## src/pc_io_pkg.sv

```systemverilog
/* bus and management types, device select indices, port constants
   and the control port state enum */
package pc_io_pkg;

	// port I/O bus
	typedef logic [15:0] io_addr_t;
	typedef logic [31:0] io_data_t;
	typedef logic [7:0]  io_byte_t;
	typedef logic [2:0]  io_size_t;

	// management bus
	typedef logic [15:0] mgmt_addr_t;
	typedef logic [31:0] mgmt_data_t;
	typedef logic [15:0] mgmt_rdata_t;

	// one select bit per decoded device
	localparam int NUM_SEL = 12;

	typedef logic [NUM_SEL-1:0] dev_sel_t;

	localparam int SEL_IDE0     = 0;
	localparam int SEL_IDE1     = 1;
	localparam int SEL_FLOPPY   = 2;
	localparam int SEL_DMA      = 3;
	localparam int SEL_PIC      = 4;
	localparam int SEL_PIT      = 5;
	localparam int SEL_PS2      = 6;
	localparam int SEL_RTC      = 7;
	localparam int SEL_VGA      = 8;
	localparam int SEL_SYSCTL   = 9;
	localparam int SEL_DMA_PAGE = 10;
	localparam int SEL_PS2_CTL  = 11;

	// system control port
	localparam io_addr_t SYSCTL_PORT  = 16'h8888;
	localparam io_byte_t SYSCFG_RESET = 8'hA2;
	localparam io_byte_t SYSCTL_KEY   = 8'hA1;
	localparam io_size_t SYSCTL_SIZE  = 3'd2;

	// floating bus value
	localparam io_byte_t IO_UNMAPPED = 8'hFF;

	// management pages, top address byte
	localparam logic [7:0] MGMT_PAGE_IDE0 = 8'hF0;
	localparam logic [7:0] MGMT_PAGE_IDE1 = 8'hF1;
	localparam logic [7:0] MGMT_PAGE_FDD  = 8'hF2;
	localparam logic [7:0] MGMT_PAGE_RTC  = 8'hF4;

	// held until the first disk access or a keyed write
	typedef enum logic {
		boot_hold,
		running
	} sysctl_state_t;

endpackage

```

## src/io_decode.sv

```systemverilog
/* port address decoder: registered chip selects for the PC devices
   and the 32-bit access flag */
`timescale 1ns/1ps

module io_decode (
	input  logic                clk_sys,
	input  logic                reset,
	input  pc_io_pkg::io_addr_t io_address,
	output pc_io_pkg::dev_sel_t dev_sel,
	output logic                io_32
);

	import pc_io_pkg::*;

	dev_sel_t sel_next;

	always_comb begin
		sel_next = '0;

		// disk controllers, data block plus control register
		sel_next[SEL_IDE0] = ({io_address[15:3], 3'd0} == 16'h01F0) ||
			(io_address == 16'h03F6);
		sel_next[SEL_IDE1] = ({io_address[15:3], 3'd0} == 16'h0170) ||
			(io_address == 16'h0376);
		sel_next[SEL_FLOPPY] = ({io_address[15:2], 2'd0} == 16'h03F0) ||
			({io_address[15:1], 1'b0} == 16'h03F4) ||
			(io_address == 16'h03F7);

		// master and slave dma share one select
		sel_next[SEL_DMA] = ({io_address[15:5], 5'd0} == 16'h00C0) ||
			({io_address[15:4], 4'd0} == 16'h0000);
		sel_next[SEL_DMA_PAGE] = ({io_address[15:4], 4'd0} == 16'h0080);

		sel_next[SEL_PIC] = ({io_address[15:1], 1'b0} == 16'h0020) ||
			({io_address[15:1], 1'b0} == 16'h00A0);
		// counters plus the speaker gate at 0x61
		sel_next[SEL_PIT] = ({io_address[15:2], 2'd0} == 16'h0040) ||
			(io_address == 16'h0061);

		// keyboard block minus port b at 0x61
		sel_next[SEL_PS2]     = ({io_address[15:3], 3'd0} == 16'h0060) &&
			(io_address != 16'h0061);
		sel_next[SEL_PS2_CTL] = ({io_address[15:4], 4'd0} == 16'h0090);
		sel_next[SEL_RTC]     = ({io_address[15:1], 1'b0} == 16'h0070);

		// mono, colour and crtc blocks 0x3b0 to 0x3df
		sel_next[SEL_VGA] = ({io_address[15:4], 4'd0} == 16'h03B0) ||
			({io_address[15:4], 4'd0} == 16'h03C0) ||
			({io_address[15:4], 4'd0} == 16'h03D0);

		sel_next[SEL_SYSCTL] = (io_address == SYSCTL_PORT);
	end

	always_ff @(posedge clk_sys) begin
		if (reset) begin
			dev_sel <= '0;
		end else begin
			dev_sel <= sel_next;
		end
	end

	// ide data ports are 32 bit, control ports at bit 9 are not
	assign io_32 = ((dev_sel[SEL_IDE0] | dev_sel[SEL_IDE1]) & ~io_address[9]) |
		dev_sel[SEL_SYSCTL];

endmodule

```

## src/io_read_mux.sv

```systemverilog
/* read data merge: fixed priority pick of the device read data
   onto the 32-bit bus read value */
`timescale 1ns/1ps

module io_read_mux (
	input  pc_io_pkg::dev_sel_t dev_sel,
	input  pc_io_pkg::io_data_t ide0_rdata,
	input  pc_io_pkg::io_data_t ide1_rdata,
	input  pc_io_pkg::io_byte_t floppy_rdata,
	input  pc_io_pkg::io_byte_t dma_rdata,
	input  pc_io_pkg::io_byte_t pic_rdata,
	input  pc_io_pkg::io_byte_t pit_rdata,
	input  pc_io_pkg::io_byte_t ps2_rdata,
	input  pc_io_pkg::io_byte_t rtc_rdata,
	input  pc_io_pkg::io_byte_t vga_rdata,
	output pc_io_pkg::io_data_t io_readdata
);

	import pc_io_pkg::*;

	io_byte_t rdata8;

	// 8-bit devices first
	always_comb begin
		if (dev_sel[SEL_FLOPPY]) begin
			rdata8 = floppy_rdata;
		end else if (dev_sel[SEL_DMA] | dev_sel[SEL_DMA_PAGE]) begin
			rdata8 = dma_rdata;
		end else if (dev_sel[SEL_PIC]) begin
			rdata8 = pic_rdata;
		end else if (dev_sel[SEL_PIT]) begin
			rdata8 = pit_rdata;
		end else if (dev_sel[SEL_PS2] | dev_sel[SEL_PS2_CTL]) begin
			rdata8 = ps2_rdata;
		end else if (dev_sel[SEL_RTC]) begin
			rdata8 = rtc_rdata;
		end else if (dev_sel[SEL_VGA]) begin
			rdata8 = vga_rdata;
		end else begin
			rdata8 = IO_UNMAPPED;
		end
	end

	// ide controllers win over everything, full width
	always_comb begin
		if (dev_sel[SEL_IDE0]) begin
			io_readdata = ide0_rdata;
		end else if (dev_sel[SEL_IDE1]) begin
			io_readdata = ide1_rdata;
		end else begin
			io_readdata = {24'd0, rdata8};
		end
	end

endmodule

```

## src/mgmt_decode.sv

```systemverilog
/* management bus decode: page strobes for the disk and rtc targets
   and the read data merge */
`timescale 1ns/1ps

module mgmt_decode (
	input  pc_io_pkg::mgmt_addr_t  mgmt_address,
	input  logic                   mgmt_read,
	input  logic                   mgmt_write,
	input  pc_io_pkg::mgmt_rdata_t mgmt_ide0_rdata,
	input  pc_io_pkg::mgmt_rdata_t mgmt_ide1_rdata,
	input  pc_io_pkg::mgmt_rdata_t mgmt_fdd_rdata,
	output logic                   mgmt_ide0_write,
	output logic                   mgmt_ide1_write,
	output logic                   mgmt_fdd_write,
	output logic                   mgmt_fdd_read,
	output logic                   mgmt_rtc_write,
	output pc_io_pkg::mgmt_data_t  mgmt_readdata
);

	import pc_io_pkg::*;

	logic [7:0] page;
	logic       ide0_hit;
	logic       ide1_hit;
	logic       fdd_hit;
	logic       rtc_hit;

	assign page = mgmt_address[15:8];

	assign ide0_hit = (page == MGMT_PAGE_IDE0);
	assign ide1_hit = (page == MGMT_PAGE_IDE1);
	assign fdd_hit  = (page == MGMT_PAGE_FDD);
	assign rtc_hit  = (page == MGMT_PAGE_RTC);

	assign mgmt_ide0_write = mgmt_write & ide0_hit;
	assign mgmt_ide1_write = mgmt_write & ide1_hit;
	assign mgmt_fdd_write  = mgmt_write & fdd_hit;
	assign mgmt_rtc_write  = mgmt_write & rtc_hit;
	// only the floppy target is read back through a strobe
	assign mgmt_fdd_read   = mgmt_read & fdd_hit;

	// fdd data is the default, any other page reads it too
	assign mgmt_readdata = ide0_hit ? {16'd0, mgmt_ide0_rdata} :
		ide1_hit ? {16'd0, mgmt_ide1_rdata} :
		{16'd0, mgmt_fdd_rdata};

endmodule

```

## src/pc_io_hub.sv

```systemverilog
/* I/O glue of the PC system: port decode, read merge, control port,
   management decode and PS/2 clock divider */
`timescale 1ns/1ps

module pc_io_hub #(
	parameter int unsigned PS2_DIV = 2000
) (
	input  logic                   clk_sys,
	input  logic                   reset,

	// cpu side port bus
	input  pc_io_pkg::io_addr_t    io_address,
	input  logic                   io_read,
	input  logic                   io_write,
	input  pc_io_pkg::io_size_t    io_datasize,
	input  pc_io_pkg::io_data_t    io_writedata,
	output pc_io_pkg::io_data_t    io_readdata,
	output logic                   io_32,
	output pc_io_pkg::dev_sel_t    dev_sel,

	// device read data
	input  pc_io_pkg::io_data_t    ide0_rdata,
	input  pc_io_pkg::io_data_t    ide1_rdata,
	input  pc_io_pkg::io_byte_t    floppy_rdata,
	input  pc_io_pkg::io_byte_t    dma_rdata,
	input  pc_io_pkg::io_byte_t    pic_rdata,
	input  pc_io_pkg::io_byte_t    pit_rdata,
	input  pc_io_pkg::io_byte_t    ps2_rdata,
	input  pc_io_pkg::io_byte_t    rtc_rdata,
	input  pc_io_pkg::io_byte_t    vga_rdata,

	// management host and targets
	input  pc_io_pkg::mgmt_addr_t  mgmt_address,
	input  logic                   mgmt_read,
	input  logic                   mgmt_write,
	input  pc_io_pkg::mgmt_data_t  mgmt_writedata,
	output pc_io_pkg::mgmt_data_t  mgmt_readdata,
	input  pc_io_pkg::mgmt_rdata_t mgmt_ide0_rdata,
	input  pc_io_pkg::mgmt_rdata_t mgmt_ide1_rdata,
	input  pc_io_pkg::mgmt_rdata_t mgmt_fdd_rdata,
	output logic                   mgmt_ide0_write,
	output logic                   mgmt_ide1_write,
	output logic                   mgmt_fdd_write,
	output logic                   mgmt_fdd_read,
	output logic                   mgmt_rtc_write,

	output pc_io_pkg::io_byte_t    syscfg,
	output logic                   ps2_clk
);

	// io_read and mgmt_writedata reach the devices straight from the host

	io_decode i_io_decode (
		.clk_sys    (clk_sys),
		.reset      (reset),
		.io_address (io_address),
		.dev_sel    (dev_sel),
		.io_32      (io_32)
	);

	io_read_mux i_io_read_mux (
		.dev_sel      (dev_sel),
		.ide0_rdata   (ide0_rdata),
		.ide1_rdata   (ide1_rdata),
		.floppy_rdata (floppy_rdata),
		.dma_rdata    (dma_rdata),
		.pic_rdata    (pic_rdata),
		.pit_rdata    (pit_rdata),
		.ps2_rdata    (ps2_rdata),
		.rtc_rdata    (rtc_rdata),
		.vga_rdata    (vga_rdata),
		.io_readdata  (io_readdata)
	);

	sysctl_port i_sysctl_port (
		.clk_sys      (clk_sys),
		.reset        (reset),
		.dev_sel      (dev_sel),
		.io_write     (io_write),
		.io_datasize  (io_datasize),
		.io_writedata (io_writedata),
		.syscfg       (syscfg)
	);

	mgmt_decode i_mgmt_decode (
		.mgmt_address    (mgmt_address),
		.mgmt_read       (mgmt_read),
		.mgmt_write      (mgmt_write),
		.mgmt_ide0_rdata (mgmt_ide0_rdata),
		.mgmt_ide1_rdata (mgmt_ide1_rdata),
		.mgmt_fdd_rdata  (mgmt_fdd_rdata),
		.mgmt_ide0_write (mgmt_ide0_write),
		.mgmt_ide1_write (mgmt_ide1_write),
		.mgmt_fdd_write  (mgmt_fdd_write),
		.mgmt_fdd_read   (mgmt_fdd_read),
		.mgmt_rtc_write  (mgmt_rtc_write),
		.mgmt_readdata   (mgmt_readdata)
	);

	ps2_clk_div #(
		.DIV (PS2_DIV)
	) i_ps2_clk_div (
		.clk_sys (clk_sys),
		.reset   (reset),
		.ps2_clk (ps2_clk)
	);

endmodule

```

## src/ps2_clk_div.sv

```systemverilog
/* divider for the emulated PS/2 clock */
`timescale 1ns/1ps

module ps2_clk_div #(
	parameter int unsigned DIV = 2000
) (
	input  logic clk_sys,
	input  logic reset,
	output logic ps2_clk
);

	localparam int CNT_W = $clog2(DIV + 1);

	logic [CNT_W-1:0] cnt;

	// toggles once every DIV+1 system clocks
	always_ff @(posedge clk_sys) begin
		if (reset) begin
			cnt     <= '0;
			ps2_clk <= 1'b0;
		end else if (cnt == CNT_W'(DIV)) begin
			cnt     <= '0;
			ps2_clk <= ~ps2_clk;
		end else begin
			cnt <= cnt + 1'b1;
		end
	end

endmodule

```

## src/sysctl_port.sv

```systemverilog
/* system control port: config byte with keyed writes and
   the boot hold state machine */
`timescale 1ns/1ps

module sysctl_port (
	input  logic                clk_sys,
	input  logic                reset,
	input  pc_io_pkg::dev_sel_t dev_sel,
	input  logic                io_write,
	input  pc_io_pkg::io_size_t io_datasize,
	input  pc_io_pkg::io_data_t io_writedata,
	output pc_io_pkg::io_byte_t syscfg
);

	import pc_io_pkg::*;

	sysctl_state_t state;
	logic          key_write;
	logic          disk_sel;

	// word write with the key in the upper byte
	assign key_write = io_write && dev_sel[SEL_SYSCTL] &&
		(io_datasize == SYSCTL_SIZE) && (io_writedata[15:8] == SYSCTL_KEY);

	assign disk_sel = dev_sel[SEL_IDE0] | dev_sel[SEL_IDE1] | dev_sel[SEL_FLOPPY];

	always_ff @(posedge clk_sys) begin
		if (reset) begin
			state  <= boot_hold;
			syscfg <= SYSCFG_RESET;
		end else begin
			case (state)
				boot_hold: begin
					// bios touching a disk means boot is under way
					if (disk_sel) begin
						syscfg <= '0;
						state  <= running;
					end else if (key_write) begin
						syscfg <= io_writedata[7:0];
						state  <= running;
					end
				end
				running: begin
					if (key_write) begin
						syscfg <= io_writedata[7:0];
					end
				end
				default: begin
					state <= boot_hold;
				end
			endcase
		end
	end

endmodule

```

## config.mk

```make
export PLATFORM = sky130hd
export DESIGN_NAME = pc_io_hub
export DESIGN_NICKNAME = d
export VERILOG_FILES = /design/src/pc_io_pkg.sv /design/src/io_decode.sv /design/src/io_read_mux.sv /design/src/mgmt_decode.sv /design/src/pc_io_hub.sv /design/src/ps2_clk_div.sv /design/src/sysctl_port.sv
export SDC_FILE = /design/constraint.sdc
export NUM_CORES = 1
export LEC_CHECK = 0
export ABC_CLOCK_PERIOD_IN_PS = 1900
export BUFFER_PORTS_ARGS = -buffer_cell sky130_fd_sc_hd__buf_2
export CAP_MARGIN = 20
export CORE_AREA = 2 2 140 142
export CTS_CLUSTER_SIZE = 28
export DETAILED_ROUTE_END_ITERATION = 10
export DIE_AREA = 0 0 142 144
export PLACE_DENSITY = 0.43
export SETUP_SLACK_MARGIN = 0.2
export SYNTH_ARGS = -nofsm -noshare
export SYNTH_HDL_FRONTEND = slang
export SYNTH_SLANG_ARGS = --single-unit
```

## constraint.sdc

```tcl
create_clock -name clk_sys -period 1.9 [get_ports clk_sys]
set_clock_uncertainty 0.1 [all_clocks]
set_input_delay 0 -clock clk_sys [delete_from_list [all_inputs] [get_ports clk_sys]]
set_output_delay 0 -clock clk_sys [all_outputs]
set_load 0.03 [all_outputs]
```

==> impl_metrics.sql, run 1 <==
INSERT INTO impl_metrics (metric_group, metric, value, unit) VALUES
('status', 'status', 'complete, but fails checks', ''),
('status', 'violations', 'setup timing', ''),
('final_layout', 'fin_area', '5290', 'um2'),
('detailed_routing', 'finalWirelength', '15100', 'um'),
('yosys', 'ys_seq_area_share', '24.0', '%'),
('yosys', 'syn_inst', '349', ''),
('timing', 'finalWorstPathRequiredPeriod', '1.90', 'ns'),
('detailed_routing', 'drt-wirelength-per-cell', '16.5', 'um'),
('floorplan', 'initial_core_util', '14.4', '%'),
('worst_setup_path', 'timing.critical_path.slowest_cell_delay', '0.36', 'ns'),
('final_layout', 'insertedDiodeCount', '0', ''),
('floorplan', 'core_rows', '51', ''),
('yosys', 'mappedNetlistArea', '2760', 'um2'),
('clock_network', 'cts_max_path_buffers', '2', ''),
('final_layout', 'finish.utilization', '27.7', '%'),
('yosys', 'post-synth-top-area-cell', 'sky130_fd_sc_hd__dfxtp_1', ''),
('clock_network', 'clock_latency', '0.28', 'ns'),
('final_layout', 'num-nets-final', '947', ''),
('global_route', 'first_global_vias', '3756', ''),
('clock_network', 'cts_max_level', '2', ''),
('detailed_routing', 'drt_pass1_iterations', '4', ''),
('clock_network', 'cts_tree', 'yes', ''),
('yosys', 'synth-warning-count', '0', ''),
('floorplan', 'die_width', '142', 'um'),
('placement', 'post-place-ws', '0.101', 'ns'),
('job', 'maxCapViolCount', '0', ''),
('timing', 'timing.final.ws_setup', '-0.000471', 'ns'),
('worst_setup_path', 'crit_arrival', '1.80', 'ns'),
('final_layout', 'flow.area_growth_from_synthesis', '92.0', '%'),
('floorplan', 'die_h', '144', 'um'),
('detailed_routing', 'antenna_violating_nets_post_route', '0', ''),
('power_and_ir_drop', 'worst_voltage_drop_across_the_vdd_grid', '0.260', 'mV'),
('detailed_routing', 'via_count', '3945', ''),
('timing', 'finalCritPeriodShare', '100', '%'),
('floorplan', 'die_footprint', '20400', 'um2'),
('yosys', 'synthDistinctLibCells', '42', ''),
('floorplan', 'floorplan.core_area', '19100', 'um2'),
('timing', 'fin_hold_ws', '0.0359', 'ns'),
('yosys', 'netlist_top_cells_count', '33 x sky130_fd_sc_hd__dfxtp_1, 29 x sky130_fd_sc_hd__nor2_1, 25 x sky130_fd_sc_hd__clkbuf_1', ''),
('timing', 'highest_clock_frequency_the_design_can_meet', '0.526', 'GHz'),
('final_layout', 'layout.filler_cells', '2103', ''),
('clock_network', 'cts.clk_slew.worst_paths', '0.05', 'ns'),
('placement', 'post_dp_cell_area', '4550', 'um2'),
('global_route', 'grt_antenna_before_repair', '0', ''),
('clock_network', 'number_of_buffers_created_by_cts', '5', ''),
('clock_network', 'numClockSinks', '33', ''),
('global_route', 'grt_max_degree', '45', ''),
('worst_setup_path', 'timing_worst_setup_path_type', 'reg2out', ''),
('yosys', 'count_of_flip_flops_with_a_built_in_enable_after_synthesis', '0', ''),
('timing', 'report.final.hold_viol_count', '0', ''),
('global_route', 'grt_overflow_total', '0', ''),
('yosys', 'post_synthesis_sequential_element_count', '33', ''),
('yosys', 'postSynth.asyncResetShare', '0', '%'),
('worst_setup_path', 'ff2ff_path_depth', '8', ''),
('timing', 'setup_viol_count_final', '1', ''),
('detailed_routing', 'remaining_routing_drc_violations', '0', ''),
('detailed_routing', 'drt-initial-drc-count', '134', ''),
('timing', 'slew-limit-headroom', '60.0', '%'),
('worst_setup_path', 'critPathLaunchType', 'flop', ''),
('power_and_ir_drop', 'pwr_density_cell', '376', 'nW/um2'),
('hold_path', 'holdPathStages', '5', ''),
('worst_setup_path', 'cp-end-kind', 'output pin', ''),
('timing', 'drv_slew', '0', ''),
('yosys', 'postSynthAreaPerCell', '7.90', 'um2'),
('floorplan', 'ioPinCount', '364', ''),
('timing', 'grt_setup_unrepaired', 'yes', ''),
('placement', 'port_buffers', '290', ''),
('global_route', 'grt_first_pass_wirelength', '20700', 'um'),
('hold_path', 'type_of_the_most_critical_hold_path', 'in2reg', ''),
('power_and_ir_drop', 'p_leak', '2.51', 'nW'),
('global_route', 'grt_util_all_layers', '13.3', '%');
==> registers in the layout (all words and copies together) (netlist names) <==
signal / cells
i_sysctl_port.state: 1
i_io_decode.dev_sel: 12
i_ps2_clk_div.ps2_clk: 1
i_sysctl_port.syscfg: 8
i_ps2_clk_div.cnt: 11
==> critical path: cells and delay by family (launching register included) <==
| family | cells | cell delay [ns] |
|---|---|---|
| flops | 1 | 0.36 |
| buf+inv | 2 | 0.31 |
| compound gates | 3 | 0.54 |
| simple gates | 1 | 0.30 |
==> power by group <==
group,switching (W),internal [W]
Clock,0.000317,0.000485
Sequential,0.00000594,0.000692
Combinational,0.000241,0.000248
Total,0.000564,0.00142
==> final cells by class <==
type,count,area (um2),share of cell area (%)
inverters,10,41.3,0.780
clock buffers,5,125,2.36
clock inverters,3,22.5,0.426
multi-input cells,278,2090,39.5
well taps,238,298,5.63
flip-flops and latches,33,682,12.9
repair buffers,344,2030,38.4
==> routing by layer <==
layer | wire length [um] | GRT usage [%] | vias up | share of wire [%]
li1 | - | - | 1961 | -
met5 | 0 | 0 | - | 0
met4 | 266 | 3.37 | 0 | 1.8
met1 | 5720 | 13.7 | 1793 | 38
met2 | 8180 | 27.4 | 181 | 54
met3 | 886 | 2.25 | 10 | 5.9
==> cell usage in the layout (no fill, tap or decap), types with 6 or more instances in the layout <==
cell type / count
sky130_fd_sc_hd__buf_2: 282
sky130_fd_sc_hd__nor2_1: 29
sky130_fd_sc_hd__dfxtp_1: 24
sky130_fd_sc_hd__nor3_1: 23
sky130_fd_sc_hd__dlygate4sd3_1: 23
sky130_fd_sc_hd__buf_4: 23
sky130_fd_sc_hd__a22o_2: 20
sky130_fd_sc_hd__nand3b_1: 17
sky130_fd_sc_hd__o221a_2: 16
sky130_fd_sc_hd__conb_1: 16
sky130_fd_sc_hd__buf_6: 12
sky130_fd_sc_hd__nor2b_1: 10
sky130_fd_sc_hd__mux2i_1: 9
sky130_fd_sc_hd__o22ai_1: 8
sky130_fd_sc_hd__o21ai_0: 8
sky130_fd_sc_hd__nand2_1: 8
sky130_fd_sc_hd__a21oi_2: 7
sky130_fd_sc_hd__a221o_1: 7
sky130_fd_sc_hd__o21ai_1: 7
sky130_fd_sc_hd__inv_1: 7
sky130_fd_sc_hd__nand3_1: 7
sky130_fd_sc_hd__xnor2_1: 7
sky130_fd_sc_hd__nor3b_1: 6
sky130_fd_sc_hd__o22ai_2: 6
sky130_fd_sc_hd__nor4_1: 6
sky130_fd_sc_hd__clkbuf_16: 6
==> metrics by stage <==
stage / std cells / setup TNS [ns] / total power (W)
floorplan: 364 / 0 / 0.000907
global placement: 870 / 0 / 0.00116
detailed placement: 870 / 0 / 0.00116
CTS: 906 / -0.00619 / 0.00202
global route: 911 / -0.240 / 0.00209
finish: 911 / -0.000471 / 0.00199
==> kinds of logic after synthesis <==
| family | count (synthesis) | synth area share (%) |
|---|---|---|
| and+or+nand+nor | 134 | 28.7 |
| AOI/OAI and AO/OA | 107 | 30.5 |
| buffers and inverters | 54 | 9.67 |
| DFF | 33 | 24.0 |
| xor gates and xnor gates | 9 | 2.86 |
| muxes | 9 | 3.27 |
| adders and majority gates | 2 | 0.908 |
| other | 1 | 0.136 |
==> what timing repair did <==
| item | CTS | global route |
|---|---|---|
| cloned | 1 | 2 |
| buffers inserted | 4 | 3 |
| gates resized for setup | 62 | 23 |
| setup endpoints to repair | 40 | 47 |
| hold buffers | 23 | 0 |
| pin swaps | 14 | 7 |
| hold endpoints to repair | 21 | 0 |
==> path summary, 6_finish.rpt <==
kind / start / end / slack (ns)
worst max-delay path: i_io_decode.dev_sel[4]$_SDFF_PP0_ / io_readdata[2] / -0.0005
worst min-delay path: io_address[13] / i_io_decode.dev_sel[0]$_SDFF_PP0_ / 0.04
worst max register to register: i_ps2_clk_div.cnt[0]$_SDFF_PP0_ / i_ps2_clk_div.cnt[6]$_SDFF_PP0_ / 0.35
worst min register to register: i_ps2_clk_div.cnt[0]$_SDFF_PP0_ / i_ps2_clk_div.cnt[0]$_SDFF_PP0_ / 0.34
(Power assumes the default switching activity.)
==> run 2: changes to the inputs <==
- ABC_CLOCK_PERIOD_IN_PS: 1900 -> unset
- CORE_AREA: 2 2 140 142 -> 2 2 142 144
- DIE_AREA: 0 0 142 144 -> 0 0 144 146
- PLACE_DENSITY: 0.43 -> 0.45
- SETUP_SLACK_MARGIN: 0.2 -> unset
- SYNTH_HIERARCHICAL: unset -> 1
==> run 2 against run 1 <==
Effect of this change: the flow now finishes without violations; synthesized area rose by 23%; synthesized cell count rose by 12%; clock-buffer cell count did not move; critical path depth fell by 1; via count rose by 6.7%; total power rose by 0.87%; sequential power rose by 2%; cell count rose by 6.9%; die area rose by 2.8%; highest routed layer unchanged.
==> impl_metrics.sql, run 2 <==
INSERT INTO impl_metrics (metric_group, metric, value, unit) VALUES
('power_and_ir_drop', 'power_frac_seq', '35.6', '%'),
('timing', 'finalWorstPathRequiredPeriod', '1.81', 'ns'),
('power_and_ir_drop', 'switchingPower', '0.000546', 'W'),
('yosys', 'post-synth-top-area-cell', 'sky130_fd_sc_hd__dfxtp_1', ''),
('worst_setup_path', 'path_max_fanout', '4', ''),
('final_layout', 'commonest_cells_after_routing_fill_and_taps_aside', '289 x sky130_fd_sc_hd__buf_2, 30 x sky130_fd_sc_hd__dfxtp_1, 29 x sky130_fd_sc_hd__dlygate4sd3_1, 24 x sky130_fd_sc_hd__mux2_2, 23 x sky130_fd_sc_hd__nand2_1', ''),
('floorplan', 'floorplan.core_area', '19300', 'um2'),
('yosys', 'cell_with_the_most_instances_after_synthesis', 'sky130_fd_sc_hd__dfxtp_1', ''),
('worst_setup_path', 'cp-end-kind', 'flop', ''),
('yosys', 'syn_inst', '391', ''),
('global_route', 'first_global_vias', '4093', ''),
('worst_setup_path', 'ff2ff_path_depth', '3', ''),
('global_route', 'grt_overflow_total', '0', ''),
('placement', 'place_hpwl', '12200', 'um'),
('worst_setup_path', 'reg2reg_setup_slack', '0.10', 'ns'),
('clock_network', 'number_of_buffers_created_by_cts', '5', ''),
('final_layout', 'reg_top3', 'i_io_decode/dev_sel x12, i_ps2_clk_div/cnt x11, i_sysctl_port/syscfg x8', ''),
('clock_network', 'cts_max_level', '2', ''),
('timing', 'setup_viol_count_final', '0', ''),
('detailed_routing', 'finalWirelength', '15100', 'um'),
('detailed_routing', 'drt-wirelength-per-cell', '15.5', 'um'),
('floorplan', 'initial_core_util', '17.5', '%'),
('placement', 'port_buffers', '290', ''),
('timing', 'max_slew.worst_pin.slew', '0.573', 'ns'),
('detailed_routing', 'drt-vias-per-instance', '4.32', ''),
('clock_network', 'clock_latency', '0.27', 'ns'),
('timing', 'highest_clock_frequency_the_design_can_meet', '0.552', 'GHz'),
('timing', 'report.final.hold_viol_count', '0', ''),
('yosys', 'postSynthAreaPerCell', '8.66', 'um2'),
('power_and_ir_drop', 'power_frac_comb', '27.2', '%'),
('timing', 'setup-tns-final', '0', 'ns'),
('final_layout', 'drive_gt1_share', '53.6', '%'),
('worst_setup_path', 'timing_worst_setup_path_type', 'in2reg', ''),
('timing', 'drv_slew', '0', ''),
('yosys', 'mappedNetlistArea', '3380', 'um2'),
('final_layout', 'num-nets-final', '983', ''),
('detailed_routing', 'drt-initial-drc-count', '136', ''),
('hold_path', 'type_of_the_most_critical_hold_path', 'in2reg', ''),
('hold_path', 'worstHoldStart', 'io_address[15]', ''),
('worst_setup_path', 'worstReg2RegStart', 'i_ps2_clk_div/cnt[2]$_SDFF_PP0_', ''),
('clock_network', 'cts.clk_slew.worst_paths', '0.05', 'ns'),
('timing', 'finalCritPeriodShare', '95.3', '%'),
('clock_network', 'clock_tree.root_cell', 'sky130_fd_sc_hd__clkbuf_16', ''),
('yosys', 'count_of_flip_flops_with_a_built_in_enable_after_synthesis', '0', ''),
('worst_setup_path', 'critical_path.startpoint', 'io_address[3]', ''),
('clock_network', 'cts_tree', 'yes', ''),
('placement', 'place.detailed.instances', '937', ''),
('floorplan', 'core_rows', '51', ''),
('final_layout', 'finish.utilization', '28.9', '%'),
('global_route', 'grt_max_degree', '53', ''),
('timing', 'fin_hold_ws', '0.0134', 'ns'),
('detailed_routing', 'remaining_routing_drc_violations', '0', ''),
('timing', 'grt_setup_unrepaired', 'no', ''),
('clock_network', 'cts_max_path_buffers', '2', ''),
('final_layout', 'layout_commonest_cell', 'sky130_fd_sc_hd__buf_2', ''),
('yosys', 'netlist_top_cells_count', '33 x sky130_fd_sc_hd__dfxtp_1, 24 x sky130_fd_sc_hd__mux2_2, 23 x sky130_fd_sc_hd__nand2_1', ''),
('worst_setup_path', 'crit_arrival', '1.90', 'ns'),
('power_and_ir_drop', 'pwr_density_cell', '359', 'nW/um2'),
('detailed_routing', 'drt_pass1_iterations', '5', ''),
('global_route', 'grt_util_all_layers', '13.2', '%'),
('floorplan', 'die_width', '144', 'um'),
('detailed_routing', 'antenna_violating_nets_post_route', '0', ''),
('yosys', 'post_synthesis_sequential_element_count', '33', ''),
('job', 'maxCapViolCount', '0', ''),
('power_and_ir_drop', 'worst_voltage_drop_across_the_vdd_grid', '0.301', 'mV'),
('yosys', 'postSynth.asyncResetShare', '0', '%'),
('final_layout', 'regMostFlops', 'i_io_decode/dev_sel', ''),
('global_route', 'grt_antenna_before_repair', '2', ''),
('final_layout', 'flow.area_growth_from_synthesis', '65.0', '%'),
('worst_setup_path', 'critPathLaunchType', 'input port', ''),
('global_route', 'grt_first_pass_wirelength', '22000', 'um'),
('floorplan', 'ioPinCount', '364', ''),
('status', 'status', 'completed', ''),
('final_layout', 'layout.cells.non_filler', '974', ''),
('power_and_ir_drop', 'cell_internal_pwr', '0.00146', 'W'),
('yosys', 'synthDistinctLibCells', '60', ''),
('yosys', 'synth-warning-count', '6', ''),
('power_and_ir_drop', 'power.clock.fraction', '37.2', '%'),
('clock_network', 'numClockSinks', '33', ''),
('yosys', 'share_of_the_synthesized_area_in_the_top_cell_type', '19.5', '%'),
('yosys', 'ys_seq_area_share', '19.5', '%'),
('clock_network', 'cts_setup_buffers', '0', ''),
('hold_path', 'holdPathStages', '4', ''),
('worst_setup_path', 'cp_data_required_time', '1.99', 'ns'),
('power_and_ir_drop', 'switching_share', '27.2', '%'),
('floorplan', 'die_footprint', '21000', 'um2'),
('final_layout', 'largest_reg_flops', '12', ''),
('yosys', 'synth_area_leaders', 'sky130_fd_sc_hd__dfxtp_1 20%, sky130_fd_sc_hd__mux2_2 8.0%, sky130_fd_sc_hd__a22o_1 5.7%, sky130_fd_sc_hd__mux2_4 4.0%, sky130_fd_sc_hd__buf_4 3.5%', ''),
('detailed_routing', 'via_count', '4210', ''),
('placement', 'gp_routability_congestion', '0.794', ''),
('power_and_ir_drop', 'p_leak', '2.61', 'nW'),
('floorplan', 'die_h', '146', 'um'),
('timing', 'slew-limit-headroom', '61.7', '%'),
('yosys', 'synthFlopType', 'sky130_fd_sc_hd__dfxtp_1', '');
==> run 2: final timing paths <==
path                                                           end
worst min register to register  i_sysctl_port/syscfg[3]$_SDFF_PP0_
worst min-delay path            i_io_decode/dev_sel[10]$_SDFF_PP0_
worst max-delay path             i_io_decode/dev_sel[4]$_SDFF_PP0_
worst max register to register  i_ps2_clk_div/ps2_clk$_SDFFE_PP0N_
==> run 2: per-layer routing <==
| metal | share of wire [%] | track usage, % |
|---|---|---|
| met5 | 0 | 0 |
| met4 | 0.99 | 2.70 |
| met3 | 7.0 | 2.11 |
| met2 | 51 | 23.9 |
| met1 | 41 | 16.4 |
==> run 2: final cells by class <==
type / instances / area [um2]
Fill cell: 2122 / 13700
Multi-Input combinational cell: 316 / 2500
Timing Repair Buffer: 335 / 1890
Sequential cell: 33 / 664
Tap cell: 265 / 332
Clock buffer: 5 / 125
Inverter: 17 / 63.8
Clock inverter: 1 / 5.00
Antenna cell: 2 / 5.00
==> run 2: logic make-up (layout without fill, tap and decap cells) <==
group	Yosys count	count (layout)	synth area share [%]
other cells	1	18	0.111
flops	33	33	19.5
xor+xnor	3	3	0.776
compound gates	110	110	26.7
fa+ha+maj	2	2	0.739
mux	41	41	14.3
buf+inv	57	358	9.46
simple gates	144	144	28.3
==> run 2: timing repair <==
| item | CTS | global route |
|---|---|---|
| setup endpoints to repair | 8 | 14 |
| hold endpoints to repair | 20 | 0 |
| hold buffers | 29 | 0 |
| resized for setup | 1 | 13 |
==> run 2: critical path: stages <==
cell and delay, ns:
sky130_fd_sc_hd__dlygate4sd3_1 0.53, sky130_fd_sc_hd__buf_2 0.14, sky130_fd_sc_hd__or4b_1 0.50, sky130_fd_sc_hd__dlygate4sd3_1 0.56, sky130_fd_sc_hd__nor3_1 0.17
==> run 2: power groups by stage <==
stage               combinational [W]  clock [W]  sequential (W)
finish                       0.000546   0.000746        0.000714
global route                 0.000596   0.000804        0.000716
CTS                          0.000543   0.000770        0.000714
detailed placement           0.000506          0        0.000728
global placement             0.000504          0        0.000729
floorplan                    0.000253          0        0.000725
==> run 2: stage by stage <==
| stage | power, W | worst slack [ns] | area [um2] |
|---|---|---|---|
| 2_1_floorplan | 0.000978 | 0.0386 | 3440 |
| 3_3_place_gp | 0.00123 | 0.122 | 5110 |
| 3_5_place_dp | 0.00123 | 0.135 | 5110 |
| 4_1_cts | 0.00203 | 0.00818 | 5540 |
| 5_1_grt | 0.00212 | 0.00348 | 5580 |
| 6_report | 0.00201 | 0.0900 | 5590 |
==> run 3: changes to the inputs <==
- PLACE_DENSITY: 0.45 -> 0.47
- clock period: 1.9 -> 1.47 ns (I/O delays scaled with it)
==> run 3 against run 2 <==
Effect of this change: the flow now finishes with violations (hold timing, setup timing); largest power group unchanged; critical endpoint is now io_readdata[0]; register-to-register slack got worse by 0.23 ns; via count rose by 5.5%; flip-flop and latch count did not move; first-iteration DRC count rose by 34%.
==> impl_metrics.sql, run 3 (synthesis gave the netlist of run 2 again) <==
INSERT INTO impl_metrics (metric_group, metric, value, unit) VALUES
('status', 'status', 'complete, but fails checks', ''),
('clock_network', 'cts_max_path_buffers', '2', ''),
('placement', 'post_dp_cell_area', '5580', 'um2'),
('final_layout', 'layout_commonest_cell', 'sky130_fd_sc_hd__buf_2', ''),
('clock_network', 'clock_latency', '0.27', 'ns'),
('power_and_ir_drop', 'power.clock.fraction', '42.2', '%'),
('timing', 'drv_slew', '0', ''),
('detailed_routing', 'drt_pass1_iterations', '4', ''),
('final_layout', 'regMostFlops', 'i_io_decode/dev_sel', ''),
('timing', 'timing.final.ws_setup', '-0.253', 'ns'),
('floorplan', 'die_h', '146', 'um'),
('global_route', 'first_global_vias', '4555', ''),
('status', 'violations', 'hold timing, setup timing', ''),
('power_and_ir_drop', 'switchingPower', '0.000752', 'W'),
('final_layout', 'fin_area', '6820', 'um2'),
('power_and_ir_drop', 'cell_internal_pwr', '0.00214', 'W'),
('worst_setup_path', 'timing_worst_setup_path_type', 'reg2out', ''),
('timing', 'setup_viol_count_final', '44', ''),
('clock_network', 'cts_tree', 'yes', ''),
('worst_setup_path', 'cp_num_buf_inv', '2', ''),
('final_layout', 'commonest_cells_after_routing_fill_and_taps_aside', '256 x sky130_fd_sc_hd__buf_2, 45 x sky130_fd_sc_hd__buf_6, 32 x sky130_fd_sc_hd__buf_4, 24 x sky130_fd_sc_hd__mux2_2, 23 x sky130_fd_sc_hd__dlygate4sd3_1', ''),
('clock_network', 'numClockSinks', '33', ''),
('final_layout', 'flow.area_growth_from_synthesis', '102', '%'),
('global_route', 'grt_overflow_total', '0', ''),
('timing', 'grt_setup_unrepaired', 'yes', ''),
('final_layout', 'insertedDiodeCount', '0', ''),
('clock_network', 'number_of_buffers_created_by_cts', '5', ''),
('detailed_routing', 'drt-vias-per-instance', '4.40', ''),
('global_route', 'grt_first_pass_wirelength', '25000', 'um'),
('worst_setup_path', 'cpMaxStageDelayCell', 'sky130_fd_sc_hd__dfxtp_4', ''),
('worst_setup_path', 'timing.critical_path.slowest_cell_delay', '0.35', 'ns'),
('clock_network', 'cts.clk_slew.worst_paths', '0.05', 'ns'),
('final_layout', 'finish.utilization', '35.3', '%'),
('global_route', 'grt_antenna_before_repair', '0', ''),
('floorplan', 'floorplan.core_area', '19300', 'um2'),
('power_and_ir_drop', 'power_frac_seq', '31.4', '%'),
('worst_setup_path', 'cp-end-kind', 'output pin', ''),
('power_and_ir_drop', 'p_leak', '3.18', 'nW'),
('placement', 'gp_routability_congestion', '0.800', ''),
('detailed_routing', 'via_count', '4442', ''),
('floorplan', 'ioPinCount', '364', ''),
('timing', 'report.final.hold_viol_count', '1', ''),
('clock_network', 'clock_tree.root_cell', 'sky130_fd_sc_hd__clkbuf_16', ''),
('worst_setup_path', 'path_max_fanout', '8', ''),
('final_layout', 'layout.filler_cells', '2012', ''),
('placement', 'place_hpwl', '12700', 'um'),
('final_layout', 'reg_top3', 'i_io_decode/dev_sel x12, i_ps2_clk_div/cnt x11, i_sysctl_port/syscfg x8', ''),
('power_and_ir_drop', 'switching_share', '26.0', '%'),
('worst_setup_path', 'worstPathCellList', 'nor4_4 -> buf_12 -> o2111ai_4 -> o221ai_4 -> buf_6', ''),
('power_and_ir_drop', 'pwr_density_cell', '424', 'nW/um2'),
('power_and_ir_drop', 'worst_voltage_drop_across_the_vdd_grid', '0.333', 'mV'),
('final_layout', 'num-nets-final', '1019', ''),
('detailed_routing', 'finalWirelength', '16500', 'um'),
('timing', 'finalCritPeriodShare', '117', '%'),
('worst_setup_path', 'crit_arrival', '1.62', 'ns'),
('timing', 'fin_hold_ws', '-0.00700', 'ns'),
('detailed_routing', 'drt-wirelength-per-cell', '16.3', 'um'),
('job', 'maxCapViolCount', '0', ''),
('detailed_routing', 'antenna_violating_nets_post_route', '0', ''),
('power_and_ir_drop', 'power_frac_comb', '26.5', '%'),
('worst_setup_path', 'crit_family', 'flip-flops', ''),
('timing', 'finalWorstPathRequiredPeriod', '1.72', 'ns'),
('floorplan', 'die_footprint', '21000', 'um2'),
('global_route', 'grt_util_all_layers', '14.9', '%'),
('detailed_routing', 'drt-initial-drc-count', '182', ''),
('floorplan', 'initial_core_util', '17.5', '%'),
('floorplan', 'core_rows', '51', ''),
('worst_setup_path', 'critPathLaunchType', 'flop', ''),
('placement', 'port_buffers', '290', ''),
('floorplan', 'die_width', '144', 'um'),
('clock_network', 'cts_max_level', '2', ''),
('hold_path', 'type_of_the_most_critical_hold_path', 'in2reg', ''),
('final_layout', 'largest_reg_flops', '12', ''),
('detailed_routing', 'remaining_routing_drc_violations', '0', ''),
('worst_setup_path', 'cp_data_required_time', '1.37', 'ns'),
('global_route', 'grt_max_degree', '22', ''),
('timing', 'highest_clock_frequency_the_design_can_meet', '0.580', 'GHz'),
('final_layout', 'drive_gt1_share', '66.0', '%');
==> run 3: changes by cell type in the layout (fill, tap and decap cells not counted), moves of 6 or more <==
cell / before / now
sky130_fd_sc_hd__buf_12: 2 / 8
sky130_fd_sc_hd__buf_4: 14 / 32
sky130_fd_sc_hd__a22o_1: 22 / 2
sky130_fd_sc_hd__nor4b_1: 7 / 1
sky130_fd_sc_hd__dfxtp_4: 0 / 6
sky130_fd_sc_hd__dfxtp_1: 30 / 19
sky130_fd_sc_hd__buf_6: 1 / 45
sky130_fd_sc_hd__a22o_2: 0 / 6
sky130_fd_sc_hd__buf_2: 289 / 256
sky130_fd_sc_hd__dlygate4sd3_1: 29 / 23
sky130_fd_sc_hd__a22o_4: 0 / 14
==> run 3: worst paths after layout <==
path,from,endpoint,slack [ns],cells after the start
worst min-delay path,io_address[7],i_io_decode/dev_sel[3]$_SDFF_PP0_,-0.007,3
worst max register to register,i_ps2_clk_div/cnt[2]$_SDFF_PP0_,i_ps2_clk_div/ps2_clk$_SDFFE_PP0N_,-0.13,3
worst min register to register,i_sysctl_port/syscfg[2]$_SDFF_PP0_,i_sysctl_port/syscfg[2]$_SDFF_PP0_,0.39,2
worst max-delay path,i_io_decode/dev_sel[0]$_SDFF_PP0_,io_readdata[0],-0.25,5
==> run 3: power groups by stage <==
stage | Clock, W | Sequential, W | Combinational [W]
detailed placement | 0 | 0.000927 | 0.000687
CTS | 0.00125 | 0.000907 | 0.000752
global route | 0.00130 | 0.000908 | 0.000834
floorplan | 0 | 0.000929 | 0.000331
global placement | 0 | 0.000927 | 0.000686
finish | 0.00122 | 0.000908 | 0.000766
==> run 3: timing repair <==
action | CTS | global route
cloned | 4 | 2
hold buffers | 24 | 1
setup endpoints to repair | 45 | 60
endpoints found under the hold margin | 20 | 1
setup buffers | 12 | 2
pin swaps | 22 | 7
resized for setup | 118 | 37
==> run 3: routing by layer <==
metal / global-route usage, % / part of all wire (%)
met1: 20.1 / 44
met2: 25.2 / 50
met3: 1.91 / 4.6
met4: 2.94 / 1.2
met5: 0 / 0
==> run 3: per-stage QoR <==
| step | total power, W | cells | hold WS, ns | setup slack [ns] | setup TNS, ns |
|---|---|---|---|---|---|
| after floorplan | 0.00126 | 406 | -0.0380 | -0.250 | -2.11 |
| after global placement | 0.00161 | 961 | 0.151 | -0.206 | -2.67 |
| after detailed placement | 0.00161 | 961 | 0.156 | -0.227 | -3.29 |
| after CTS | 0.00291 | 1009 | 0.00222 | -0.262 | -7.01 |
| after global routing | 0.00304 | 1010 | 0.0174 | -0.314 | -8.19 |
| final | 0.00289 | 1010 | -0.00700 | -0.253 | -5.87 |
==> run 3: final cells by class <==
| cell class | instances | area, um2 | area share, % |
|---|---|---|---|
| sequential | 33 | 693 | 10.2 |
| multi-input combinational | 316 | 3000 | 44.0 |
| clock inverter | 1 | 30.0 | 0.440 |
| timing repair buffer | 371 | 2560 | 37.5 |
| clock buffer | 7 | 143 | 2.09 |
| inverter | 17 | 63.8 | 0.935 |
| tap | 265 | 332 | 4.86 |
==> run 3: worst register-to-register path, cell delays in order, from the launching register on <==
cell and delay, ns:
sky130_fd_sc_hd__dfxtp_2 0.32, sky130_fd_sc_hd__or4b_4 0.57, sky130_fd_sc_hd__or4_4 0.43, sky130_fd_sc_hd__a21oi_2 0.12
